--- src/common/cache_config.svh ---
`ifndef CACHE_CONFIG_SVH
`define CACHE_CONFIG_SVH

// sets per way
`define CACHE_SETS 8

// address split, tag + index + offset = 16
`define CACHE_TAG_W 9
`define CACHE_INDEX_W 3
`define CACHE_OFFSET_W 4

// 16 bytes per line
`define CACHE_LINE_BITS 128

`endif

--- src/common/cache_ctrl_pkg.sv ---
`default_nettype none

package cache_ctrl_pkg;

    // miss handling walks write_back only for a dirty victim
    typedef enum logic [1:0] {
        idle_compare,
        write_back,
        allocate
    } cache_state_t;

    typedef enum logic {
        way0,
        way1
    } way_sel_t;

endpackage : cache_ctrl_pkg

`default_nettype wire

--- src/common/lc3b_types_pkg.sv ---
`default_nettype none

`include "cache_config.svh"

package lc3b_types_pkg;

    // 16-bit address or data word
    typedef logic [15:0] lc3b_word;

    // one full cache line
    typedef logic [`CACHE_LINE_BITS-1:0] lc3b_cache_word;

    // address bits 15..7
    typedef logic [`CACHE_TAG_W-1:0] lc3b_cache_tag;

    // address bits 6..4
    typedef logic [`CACHE_INDEX_W-1:0] lc3b_cache_index;

    // one enable per byte of the line
    typedef logic [`CACHE_LINE_BITS/8-1:0] lc3b_byte_mask;

endpackage : lc3b_types_pkg

`default_nettype wire

--- src/cache/cache_array.sv ---
`timescale 1ns/10ps
`default_nettype none

`include "cache_config.svh"

// small register file, one entry per set
module cache_array #(
    parameter type payload_t = logic,
    parameter int  depth     = `CACHE_SETS
) (
    input  wire logic                            clk,
    input  wire logic                            write,
    input  wire lc3b_types_pkg::lc3b_cache_index index,
    input  wire payload_t                        wdata,
    output payload_t                             rdata
);

    payload_t entries [depth];

    // write on the edge
    always_ff @(posedge clk) begin
        if (write) begin
            entries[index] <= wdata;
        end
    end

    // read is combinational so hit logic settles in the same cycle
    assign rdata = entries[index];

endmodule : cache_array

`default_nettype wire

--- src/cache/cache_control.sv ---
`timescale 1ns/10ps
`default_nettype none

module cache_control (
    input  wire logic                clk,
    input  wire logic                rst_n,
    // cpu request
    input  wire logic                mem_read,
    input  wire logic                mem_write,
    // datapath status
    input  wire logic                hit_0,
    input  wire logic                hit_1,
    input  wire logic                dirty,
    input  wire logic                lru,
    input  wire logic                pmem_resp,
    // datapath steering
    output cache_ctrl_pkg::way_sel_t way_sel,
    output logic                     data_source_sel,
    output logic                     tag_bypass_sel,
    output logic                     load,
    output logic                     load_lru,
    // handshakes
    output logic                     mem_resp,
    output logic                     pmem_read,
    output logic                     pmem_write
);
    import cache_ctrl_pkg::*;

    cache_state_t state;
    cache_state_t next_state;
    logic         request;
    logic         hit;

    assign request = mem_read | mem_write;
    assign hit     = hit_0 | hit_1;

    always_ff @(posedge clk or negedge rst_n) begin
        if (!rst_n) begin
            state <= idle_compare;
        end else begin
            state <= next_state;
        end
    end

    always_comb begin
        // defaults target the lru way with the request tag
        next_state      = state;
        way_sel         = way_sel_t'(lru);
        data_source_sel = 1'b0;
        tag_bypass_sel  = 1'b1;
        load            = 1'b0;
        load_lru        = 1'b0;
        mem_resp        = 1'b0;
        pmem_read       = 1'b0;
        pmem_write      = 1'b0;

        unique case (state)
            idle_compare: begin
                if (hit) begin
                    way_sel = hit_1 ? way1 : way0;
                end
                if (request) begin
                    if (hit) begin
                        // answered this cycle, write merges under the cpu mask
                        mem_resp = 1'b1;
                        load_lru = 1'b1;
                        load     = mem_write;
                    end else if (dirty) begin
                        next_state = write_back;
                    end else begin
                        next_state = allocate;
                    end
                end
            end

            write_back: begin
                // victim tag and line go out
                tag_bypass_sel = 1'b0;
                pmem_write     = 1'b1;
                if (pmem_resp) begin
                    next_state = allocate;
                end
            end

            allocate: begin
                data_source_sel = 1'b1;
                pmem_read       = 1'b1;
                if (pmem_resp) begin
                    load       = 1'b1;
                    next_state = idle_compare;
                end
            end

            default: begin
                next_state = idle_compare;
            end
        endcase
    end

endmodule : cache_control

`default_nettype wire

--- src/cache/cache_datapath.sv ---
`timescale 1ns/10ps
`default_nettype none

`include "cache_config.svh"

module cache_datapath (
    input  wire logic                           clk,
    input  wire logic                           rst_n,
    // steering from the controller
    input  wire cache_ctrl_pkg::way_sel_t       way_sel,
    input  wire logic                           data_source_sel,
    input  wire logic                           tag_bypass_sel,
    input  wire logic                           load,
    input  wire logic                           load_lru,
    // cpu side
    input  wire lc3b_types_pkg::lc3b_word       cpu_address,
    input  wire lc3b_types_pkg::lc3b_byte_mask  cpu_byte_sel,
    input  wire lc3b_types_pkg::lc3b_cache_word cpu_data_in,
    // memory side
    input  wire lc3b_types_pkg::lc3b_cache_word memory_data_in,
    // status back to the controller
    output logic                                hit_0,
    output logic                                hit_1,
    output logic                                dirty,
    output logic                                lru,
    output lc3b_types_pkg::lc3b_cache_word      cpu_data_out,
    output lc3b_types_pkg::lc3b_word            memory_address,
    output lc3b_types_pkg::lc3b_cache_word      memory_data_out
);
    import lc3b_types_pkg::*;
    import cache_ctrl_pkg::*;

    localparam int tag_lsb = `CACHE_OFFSET_W + `CACHE_INDEX_W;

    lc3b_cache_tag   tag_in;
    lc3b_cache_index index;
    lc3b_cache_word  data_in;
    lc3b_byte_mask   byte_sel;

    lc3b_cache_tag   tag_0;
    lc3b_cache_tag   tag_1;
    lc3b_cache_tag   tag_out;
    lc3b_cache_word  data_0;
    lc3b_cache_word  data_1;
    lc3b_cache_word  data_out;
    logic            dirty_0;
    logic            dirty_1;
    logic            load_0;
    logic            load_1;

    logic [`CACHE_SETS-1:0] lru_bits;

    // address split
    assign tag_in = cpu_address[tag_lsb +: `CACHE_TAG_W];
    assign index  = cpu_address[`CACHE_OFFSET_W +: `CACHE_INDEX_W];

    // fills take the whole line
    assign data_in  = data_source_sel ? memory_data_in : cpu_data_in;
    assign byte_sel = data_source_sel ? '1 : cpu_byte_sel;

    // only the selected way sees the load
    assign load_0 = load && (way_sel == way0);
    assign load_1 = load && (way_sel == way1);

    cache_way cache_way_0 (
        .clk       (clk),
        .rst_n     (rst_n),
        .load      (load_0),
        .load_type (data_source_sel),
        .byte_sel  (byte_sel),
        .tag_in    (tag_in),
        .index     (index),
        .data_in   (data_in),
        .tag_out   (tag_0),
        .data_out  (data_0),
        .dirty     (dirty_0),
        .hit       (hit_0)
    );

    cache_way cache_way_1 (
        .clk       (clk),
        .rst_n     (rst_n),
        .load      (load_1),
        .load_type (data_source_sel),
        .byte_sel  (byte_sel),
        .tag_in    (tag_in),
        .index     (index),
        .data_in   (data_in),
        .tag_out   (tag_1),
        .data_out  (data_1),
        .dirty     (dirty_1),
        .hit       (hit_1)
    );

    assign data_out        = (way_sel == way1) ? data_1 : data_0;
    assign tag_out         = (way_sel == way1) ? tag_1 : tag_0;
    assign cpu_data_out    = data_out;
    assign memory_data_out = data_out;

    // victim tag for write-back, request tag for the refill
    assign memory_address = {tag_bypass_sel ? tag_in : tag_out, index,
                             {`CACHE_OFFSET_W{1'b0}}};

    // lru bit points at the way to evict next
    assign lru   = lru_bits[index];
    assign dirty = lru ? dirty_1 : dirty_0;

    always_ff @(posedge clk or negedge rst_n) begin
        if (!rst_n) begin
            lru_bits <= '0;
        end else if (load_lru) begin
            lru_bits[index] <= (way_sel == way0);
        end
    end

endmodule : cache_datapath

`default_nettype wire

--- src/cache/cache_way.sv ---
`timescale 1ns/10ps
`default_nettype none

`include "cache_config.svh"

module cache_way (
    input  wire logic                            clk,
    input  wire logic                            rst_n,
    input  wire logic                            load,
    input  wire logic                            load_type,
    input  wire lc3b_types_pkg::lc3b_byte_mask   byte_sel,
    input  wire lc3b_types_pkg::lc3b_cache_tag   tag_in,
    input  wire lc3b_types_pkg::lc3b_cache_index index,
    input  wire lc3b_types_pkg::lc3b_cache_word  data_in,
    output lc3b_types_pkg::lc3b_cache_tag        tag_out,
    output lc3b_types_pkg::lc3b_cache_word       data_out,
    output logic                                 dirty,
    output logic                                 hit
);
    import lc3b_types_pkg::*;

    localparam int line_bytes = `CACHE_LINE_BITS / 8;

    logic [`CACHE_SETS-1:0] valid_bits;
    logic [`CACHE_SETS-1:0] dirty_bits;
    lc3b_cache_word         merged_line;

    cache_array #(.payload_t(lc3b_cache_tag)) tag_array (
        .clk   (clk),
        .write (load),
        .index (index),
        .wdata (tag_in),
        .rdata (tag_out)
    );

    cache_array #(.payload_t(lc3b_cache_word)) data_array (
        .clk   (clk),
        .write (load),
        .index (index),
        .wdata (merged_line),
        .rdata (data_out)
    );

    // masked bytes come from the input, the rest keep the stored line
    always_comb begin
        for (int i = 0; i < line_bytes; i++) begin
            merged_line[i*8 +: 8] = byte_sel[i] ? data_in[i*8 +: 8] : data_out[i*8 +: 8];
        end
    end

    // cpu write marks dirty, a fill from memory leaves the line clean
    always_ff @(posedge clk or negedge rst_n) begin
        if (!rst_n) begin
            valid_bits <= '0;
            dirty_bits <= '0;
        end else if (load) begin
            valid_bits[index] <= 1'b1;
            dirty_bits[index] <= ~load_type;
        end
    end

    assign dirty = dirty_bits[index];
    assign hit   = valid_bits[index] && (tag_out == tag_in);

endmodule : cache_way

`default_nettype wire

--- src/hw/cache_top.sv ---
`timescale 1ns/10ps
`default_nettype none

module cache_top (
    input  wire logic                           clk,
    input  wire logic                           rst_n,
    // cpu port
    input  wire logic                           mem_read,
    input  wire logic                           mem_write,
    input  wire lc3b_types_pkg::lc3b_word       mem_address,
    input  wire lc3b_types_pkg::lc3b_byte_mask  mem_byte_enable,
    input  wire lc3b_types_pkg::lc3b_cache_word mem_wdata,
    output lc3b_types_pkg::lc3b_cache_word      mem_rdata,
    output logic                                mem_resp,
    // physical memory port
    output logic                                pmem_read,
    output logic                                pmem_write,
    output lc3b_types_pkg::lc3b_word            pmem_address,
    output lc3b_types_pkg::lc3b_cache_word      pmem_wdata,
    input  wire lc3b_types_pkg::lc3b_cache_word pmem_rdata,
    input  wire logic                           pmem_resp
);
    import cache_ctrl_pkg::*;

    way_sel_t way_sel;
    logic     data_source_sel;
    logic     tag_bypass_sel;
    logic     load;
    logic     load_lru;
    logic     hit_0;
    logic     hit_1;
    logic     dirty;
    logic     lru;

    cache_control control (
        .clk, .rst_n,
        .mem_read, .mem_write,
        .hit_0, .hit_1, .dirty, .lru,
        .pmem_resp,
        .way_sel, .data_source_sel, .tag_bypass_sel, .load, .load_lru,
        .mem_resp, .pmem_read, .pmem_write
    );

    cache_datapath datapath (
        .clk, .rst_n,
        .way_sel, .data_source_sel, .tag_bypass_sel, .load, .load_lru,
        .cpu_address     (mem_address),
        .cpu_byte_sel    (mem_byte_enable),
        .cpu_data_in     (mem_wdata),
        .memory_data_in  (pmem_rdata),
        .hit_0, .hit_1, .dirty, .lru,
        .cpu_data_out    (mem_rdata),
        .memory_address  (pmem_address),
        .memory_data_out (pmem_wdata)
    );

endmodule : cache_top

`default_nettype wire

--- config.mk ---
export PLATFORM = sky130hd
export DESIGN_NAME = cache_top
export DESIGN_NICKNAME = d
export VERILOG_FILES = /design/src/common/cache_ctrl_pkg.sv /design/src/common/lc3b_types_pkg.sv /design/src/cache/cache_array.sv /design/src/cache/cache_control.sv /design/src/cache/cache_datapath.sv /design/src/cache/cache_way.sv /design/src/hw/cache_top.sv
export VERILOG_INCLUDE_DIRS = /design/src /design/src/common
export SDC_FILE = /design/constraint.sdc
export NUM_CORES = 2
export LEC_CHECK = 0
export BUFFER_PORTS_ARGS = -buffer_cell sky130_fd_sc_hd__buf_2
export CAP_MARGIN = 20
export CELL_PAD_IN_SITES_DETAIL_PLACEMENT = 0
export CELL_PAD_IN_SITES_GLOBAL_PLACEMENT = 1
export CORE_MARGIN = 4
export CORE_UTILIZATION = 47
export DETAILED_ROUTE_END_ITERATION = 8
export PLACE_DENSITY = 0.78
export SYNTH_ARGS = -nofsm -noshare
export SYNTH_HDL_FRONTEND = slang
export SYNTH_HIERARCHICAL = 1
export SYNTH_SLANG_ARGS = --single-unit
export TNS_END_PERCENT = 1
--- constraint.sdc ---
create_clock -name clk -period 14.7 [get_ports clk]
set_clock_uncertainty 0.2 [all_clocks]
set_input_delay 1.47 -clock clk [delete_from_list [all_inputs] [get_ports clk]]
set_output_delay 1.47 -clock clk [all_outputs]
set_load 0.01 [all_outputs]
# After elaboration in Yosys (flattened, before gate mapping)
# Memories as Yosys holds them, arrays and structs flattened.
# Cells that the tools add are included.
classes:
  reduce_logical: 7
  eq_ne: 8
  mux: 75
  bitwise_logic: 6
  magnitude_cmp: 2
op_table:
  columns: ["operator", "n"]
  rows:
  - ["$mux 128", 2]
  - ["$mux 8", 32]
  - ["$bwmux 8", 3]
  - ["$mux 1", 22]
  - ["$eq 9x9->1", 2]
  - ["$mux 9", 2]
  - ["$mux 16", 1]
  - ["$or 8x8->8", 2]
  - ["$bmux 1 s3", 5]
  - ["$mux 2", 5]
  - ["$ne 2x2->1 const B", 3]
  - ["$pmux 2 s3", 1]
  - ["$logic_and 1x1->1", 5]
  - ["$lt 3x4->1 const B", 1]
  - ["$reduce_and 4->1", 1]
  - ["$demux 1 s3", 1]
  - ["$ge 3x1->1 const B", 1]
  - ["$eq 2x1->1 const B", 1]
  - ["$eq 2x2->1 const B", 1]
  - ["$logic_not 2->1", 1]
  - ["$ne 2x1->1 const B", 1]
  - ["$not 1->1", 2]
  - ["$or 1x1->1", 2]
  - ["$pmux 1 s2", 1]
word_totals:
  in_bits: 293
  word_cells: 108
  mem_bits_rw: 2192
  register_bits: 42
  out_inout_bits: 275
  mem_count: 4
mem_list:
  columns: ["name", "depth", "width", "read_ports", "rd_ports_with_merged_regs", "wr", "line", "rtl"]
  rows:
  - ["datapath.cache_way_0.data_array.entries", 8, 128, 1, 0, 1, "cache_array.sv:18", "payload_t entries [depth];"]
  - ["datapath.cache_way_1.data_array.entries", 8, 128, 1, 0, 1, "cache_array.sv:18", null]
  - ["datapath.cache_way_0.tag_array.entries", 8, 9, 1, 0, 1, "cache_array.sv:18", null]
  - ["datapath.cache_way_1.tag_array.entries", 8, 9, 1, 0, 1, "cache_array.sv:18", null]

# Depth between registers and ports, before layout
depth:
  depth_word: 10
  depth_mapped: 17

# Cells and area by module
# Netlist, hierarchy kept.
modules_own_cells:
  columns: ["mod", "cells_per_inst", "n_inst", "area_per_inst_um2", "seq_area_each_um2"]
  rows:
  - ["cache_array at datapath.cache_way_0.data_array ...", 1678, 2, 38699.6, 30749.5]
  - ["cache_array at datapath.cache_way_0.tag_array ...", 143, 2, 2870.3, 2162.1]
  - ["cache_datapath", 511, 1, 4764.6, 200.2]
  - ["cache_way at datapath.cache_way_1", 223, 1, 2372.3, 400.4]
  - ["cache_way at datapath.cache_way_0", 223, 1, 2362.3, 400.4]
  - ["cache_control", 20, 1, 160.2, 50.0]

# Worst setup path before layout
# No wires, ideal clock.
synth_path:
  kind: "input to register"
  from: "input mem_address[4]"
  to: "memory datapath/cache_way_0/data_array/entries[0][0] (netlist bit), enable pin"
  cell_stages: 13
  required_ps: 13727
  arrival_ps: 12897
  n_path_buf: 2
  path_slack_ps: 830
  path_cell_list: "buf_6 -> buf_8 -> mux4_2 -> mux2_4 -> xnor2_1 -> nand3_1 -> nor4_1 -> nor2_1 -> or3b_1 -> a21oi_1 -> nor2b_1 -> nand2b_1 -> nor3_1"
synth_between:
  elab_chain_cells: 10
  elab_cells_between_ends: 23
  cone_classes: "eq/ne (2); mux (14); bitwise (2); reduce/logical (3); memory (2)"
synth_rtl:
  columns: ["element", "line", "rtl"]
  rows:
  - ["start: declaration", "cache_top.sv:10", "input wire lc3b_types_pkg::lc3b_word mem_address,"]
  - ["$mem_v2 8x9", null, null]
  - ["named net datapath.tag_1[6]", "cache_datapath.sv:41", "lc3b_cache_tag tag_1;"]
  - ["$eq 9x9->1", "cache_way.sv:63", "assign hit = valid_bits[index] && (tag_out == tag_in);"]
  - ["$logic_and 1x1->1", "cache_way.sv:63", null]
  - ["named net hit_1", "cache_top.sv:31", "logic hit_1;"]
  - ["$or 1x1->1", "cache_control.sv:35", "assign hit = hit_0 | hit_1;"]
  - ["$mux 1", "cache_control.sv:63", "if (hit) begin"]
  - ["$mux 1", "cache_control.sv:62", "if (request) begin"]
  - ["$pmux 1 s2", "cache_control.sv:57", "unique case (state)"]
  - ["named net load", "cache_top.sv:28", "logic load;"]
  - ["$logic_and 1x1->1", "cache_datapath.sv:62", "assign load_0 = load && (way_sel == way0);"]
  - ["named net datapath.load_0", "cache_datapath.sv:48", "logic load_0;"]
  - ["$mux 1", "cache_array.sv:22", "if (write) begin"]
  - ["$mux 1 (implied by the code)", "cache_array.sv:23", "entries[index] <= wdata;"]
  - ["end: declaration", "cache_array.sv:18", null]
# The timed path passes the listed nets, and every way through them passes these cells. The select of a mux whose other input is x is not followed.

# Worst setup path after layout
layout_path:
  from: "input mem_address[4]"
  to: "output pmem_wdata[56]"
layout_between:
  elab_chain_cells: 7
  elab_cells_between_ends: 19
  cone_classes: "eq/ne (2); mux (10); bitwise (1); reduce/logical (2); memory (4)"
layout_rtl:
  columns: ["element", "line", "rtl"]
  rows:
  - ["$mem_v2 8x9 (*)", null, null]
  - ["named net datapath.tag_1[3]", "cache_datapath.sv:41", null]
  - ["$eq 9x9->1 (*)", "cache_way.sv:63", null]
  - ["$logic_and 1x1->1 (*)", "cache_way.sv:63", null]
  - ["named net hit_1", "cache_top.sv:31", null]
  - ["$mux 1 / $or 1x1->1 (equally long branches)", "cache_control.sv:60, cache_control.sv:35", null]
  - ["$mux 1 (*)", "cache_control.sv:59", "if (hit) begin"]
  - ["$mux 1 (*)", "cache_control.sv:57", null]
  - ["named net way_sel", "cache_top.sv:25", "way_sel_t way_sel;"]
  - ["$mux 128 (*)", "cache_datapath.sv:95", "assign data_out = (way_sel == way1) ? data_1 : data_0;"]
  - ["end: declaration", "cache_top.sv:19", "output lc3b_types_pkg::lc3b_cache_word pmem_wdata,"]
# The timed path passes the listed nets; every way through them passes the cells marked *. The select of a mux whose other input is x is not followed.

==> key figures <==
Outcome
  – Status: complete, no violations

CTS
  – # resized after CTS: 0
  – Clock Tree Root: clkbuf_16
  – Postcts setup bufs: 0
  – CTS tree: yes
  – Sinks on Clock Net: ~2200
  – Post-CTS Hold Fix Bufs: 0
  – Num CTS Buffers: roughly 220
  – Clk pin slew, worst setup/hold paths: approximately 0.060 ns
  – CTS HTree Levels: 4
  – Clock Tree Buf Depth: 3
  – Clk_lat worst skew: roughly 0.85 ns

Floorplanning
  – Initial Utilization: between 40% and 50%
  – Die width: between 400 and 500 um
  – Die Ht: 452 um
  – IO Count: 568
  – CORE AREA: roughly 200000 sq um
  – Rows: ~160
  – Die area: approximately 200000 sq um

Power and ir drop
  – Combinational power share: a little over an eighth
  – Sw frac: 24.4%
  – Lkg Pwr: between 30 and 40 nW
  – Internal power: ~11 mW
  – IR drop worst, VDD: approximately 0.11 mV
  – Part of the power in registers: between 50 and 60%
  – PD cells: 145 nW/um^2
  – Sw Pwr: between 3 and 4 mW
  – Clk network pwr share: about 36%

Global routing
  – Vias in the first global route: around 47000
  – Antenna violations before repair: 0
  – Largest net degree at the start of global routing: 126
  – Global route overflow: 0
  – First-pass GRT wire length: approximately 310 mm
  – Global-route usage over all layers: between 20% and 30%

Timing
  – Min cycle time layout: approximately 8.4 ns
  – WHS: between 0.2 and 0.3 ns
  – Setup TNS: 0 ns
  – Unrepaired setup endpoints after global routing: no
  – Hold Vio Cnt, Final: 0
  – Rel. slew slack: a little over a quarter
  – Slew Limit Fails: 0
  – Setup violators final: 0
  – Least-Margin Pin Slew: around 1.1 ns
  – Tcrit/Tclk final: between 50% and 60%
  – Achievable Freq: 120 MHz

Placement
  – Routability Congestion: approximately 0.75
  – Dpl hpwl: 112 mm
  – # port buffers: about 560

Setup path
  – RR Endpoint: datapath/cache_way_1/data_array/entries[0][102]
  – Launching point of the worst reg2reg path: datapath/cache_way_1/tag_array/entries[5][3]
  – CP Class: primary input to output port
  – Critical Path Start: mem_address[4]
  – Critical path endpoint: pmem_wdata[56]
  – CP Launch Type: primary input
  – Worst path arrival time: about 6.7 ns
  – Crit path max fanout: 67
  – Crit. End Element: output port
  – R2R setup slack: slightly above 8 ns
  – Worst EP required: about 13 ns
  – R2R cell count: 12

Final layout
  – Fillers: 14956
  – Post-layout util: between 50% and 60%
  – Fraction of layout instances using a drive strength above 1: approximately 44%
  – Fin nets: roughly 5400
  – Area delta synth->final: 12.5%

Drt
  – Via density per instance: approximately 5.8
  – DRC marker count from the first detailed-route iteration: around 4100
  – Drt pass-1 iters: 6
  – Detailed-route via count: around 46000
  – Routed len/inst: between 20 and 30 um
  – DR DRC count: 0
  – Total Routed Length: about 210 mm
  – DRT antenna net count: 0

Logic synthesis
  – Asr flop ratio synth: approximately 1.9%
  – Warnings, synthesis: 6
  – Ys flop type: edfxtp_1
  – Netlist cell types: 55
  – Number of enable flip-flop cells after synthesis: 2192
  – Synth Area per Inst: roughly 20 sq um
  – Seq/Total Area, Yosys: about 72%
  – Synth Instances: roughly 4600
  – Post-Syn Area: a little over 90000 sq um
  – Flops & latches, synth: roughly 2200

Min path
  – Min-delay worst type: register to register

Run
  – Max Cap Viol: 0
==> flip-flops by register name, summed over array words and instances (netlist names) <==
name,flops
datapath/lru_bits,8
datapath/cache_way_0/tag_array/entries,72
datapath/cache_way_1/valid_bits,8
datapath/cache_way_0/dirty_bits,8
control/state,2
datapath/cache_way_0/data_array/entries,1024
datapath/cache_way_1/tag_array/entries,72
datapath/cache_way_1/data_array/entries,1024
datapath/cache_way_1/dirty_bits,8
datapath/cache_way_0/valid_bits,8
==> Yosys cell counts, drive strengths merged, types with 5 or more instances <==
cell    count  area, sq um
nor2b      11         68.8
nand2     132          495
dfrtp      42         1050
nor3b       6         45.0
mux4      381         8670
or2        23          144
inv        15         56.3
xnor2      18          158
nand3       7         35.0
o22ai       5         31.3
nand4b      8         70.1
mux2i      33          330
edfxtp   2192        65800
mux2      945        10700
nand2b     20          125
o211ai     78          586
clkbuf    139          522
nor3       12         60.1
a22oi     162         1220
nor2       34          128
o21ai      32          160
buf       271         1950
==> layer usage <==
layer | global-route usage, % | up-vias | part of all wire, %
met5 | 0 | - | 0
met4 | 5.74 | 0 | 2.6
met3 | 2.86 | 284 | 5.7
met2 | 35.0 | 1622 | 50
met1 | 28.2 | 24286 | 41
li1 | - | 19664 | -
==> worst max-delay path, stage by stage <==
cell and delay [ns]:
buf_8 0.47, buf_4 0.77, mux4_1 0.64, mux2_2 0.30
xnor2_1 0.14, nand2_1 0.11, nor4_1 0.55, a22o_4 0.55
buf_4 0.81, mux2_2 0.51, buf_2 0.17
==> worst min path at each step <==
| stage | startpoint | endpoint | slack [ns] | cells after the start |
|---|---|---|---|---|
| finish | datapath/cache_way_1/valid_bits[3] | datapath/cache_way_1/valid_bits[3] | 0.26 | 1 |
| global route | rst_n | datapath/lru_bits[7] | 0.26 | 1 |
| CTS | datapath/cache_way_1/valid_bits[2] | datapath/cache_way_1/valid_bits[2] | 0.27 | 1 |
| detailed placement | datapath/cache_way_1/valid_bits[3] | datapath/cache_way_1/valid_bits[3] | 0.25 | 1 |
| global placement | datapath/cache_way_1/valid_bits[7] | datapath/cache_way_1/valid_bits[7] | 0.24 | 1 |
| floorplan | datapath/cache_way_0/valid_bits[3] | datapath/cache_way_0/valid_bits[3] | 0.23 | 1 |
==> area by class of cell <==
| class | count | area, sq um | area share [%] |
|---|---|---|---|
| flip-flops and latches | 2234 | 66900 | 64.1 |
| multi-input cells | 1963 | 23600 | 22.6 |
| clock buffers | 275 | 5660 | 5.42 |
| repair buffers | 636 | 3620 | 3.47 |
| well taps | 2624 | 3280 | 3.15 |
| clock inverters | 132 | 1290 | 1.24 |
| inverters | 15 | 56.3 | 0.0539 |
| diodes | 1 | 2.50 | 0.00240 |
==> metrics by stage <==
| stage | setup WS, ns | instance area [sq um] | total power [mW] | std cells |
|---|---|---|---|---|
| 2_1_floorplan | 0.830 | 92800 | 9.28 | 4622 |
| 3_3_place_gp | 5.67 | 97400 | 9.82 | 7470 |
| 3_5_place_dp | 5.57 | 97400 | 9.90 | 7470 |
| 4_1_cts | 6.31 | 104000 | 15.3 | 7877 |
| 5_1_grt | 6.13 | 104000 | 15.7 | 7879 |
| 6_report | 6.34 | 104000 | 15.1 | 7880 |
==> cells in the final DEF, fill, tap and decap left out, types with 5 or more instances in the layout <==
cell / instances
nand2b_1: 20
clkinvlp_4: 9
mux4_2: 357
nor2_4: 12
nor3_2: 8
buf_2: 556
clkinv_2: 40
o21ai_0: 31
buf_12: 17
nor2b_1: 7
clkbuf_16: 217
nand2_1: 132
o211ai_1: 78
or2_2: 23
clkinv_16: 10
mux4_1: 24
edfxtp_1: 2192
nor3b_1: 6
o22ai_1: 5
bufinv_16: 14
mux2i_1: 33
nand4b_1: 8
dfrtp_1: 42
nor2_1: 22
clkbuf_1: 57
nand3_1: 7
clkinv_1: 50
mux2_2: 942
buf_4: 60
xnor2_1: 18
a22oi_1: 162
inv_1: 15
==> power groups by stage <==
stage / logic [mW] / registers (mW) / clock network [mW]
floorplan: 1.42 / 7.86 / 0
CTS: 2.06 / 7.72 / 5.48
global route: 2.20 / 7.73 / 5.76
finish: 2.04 / 7.72 / 5.37
detailed placement: 2.05 / 7.86 / 0
global placement: 1.97 / 7.85 / 0
==> logic make-up (layout without fill, tap and decap cells) <==
| kind of cell | after synthesis | in the layout | synth area share (%) |
|---|---|---|---|
| muxes | 1359 | 1359 | 21.2 |
| xor gates and xnor gates | 18 | 18 | 0.170 |
| and+or+nand+nor | 276 | 276 | 1.46 |
| buffers and inverters | 425 | 1058 | 2.72 |
| AOI/OAI and AO/OA | 306 | 306 | 2.40 |
| DFF | 2234 | 2234 | 72.1 |
| other | 1 | 5 | 0.00404 |
(Power assumes the default switching activity.)
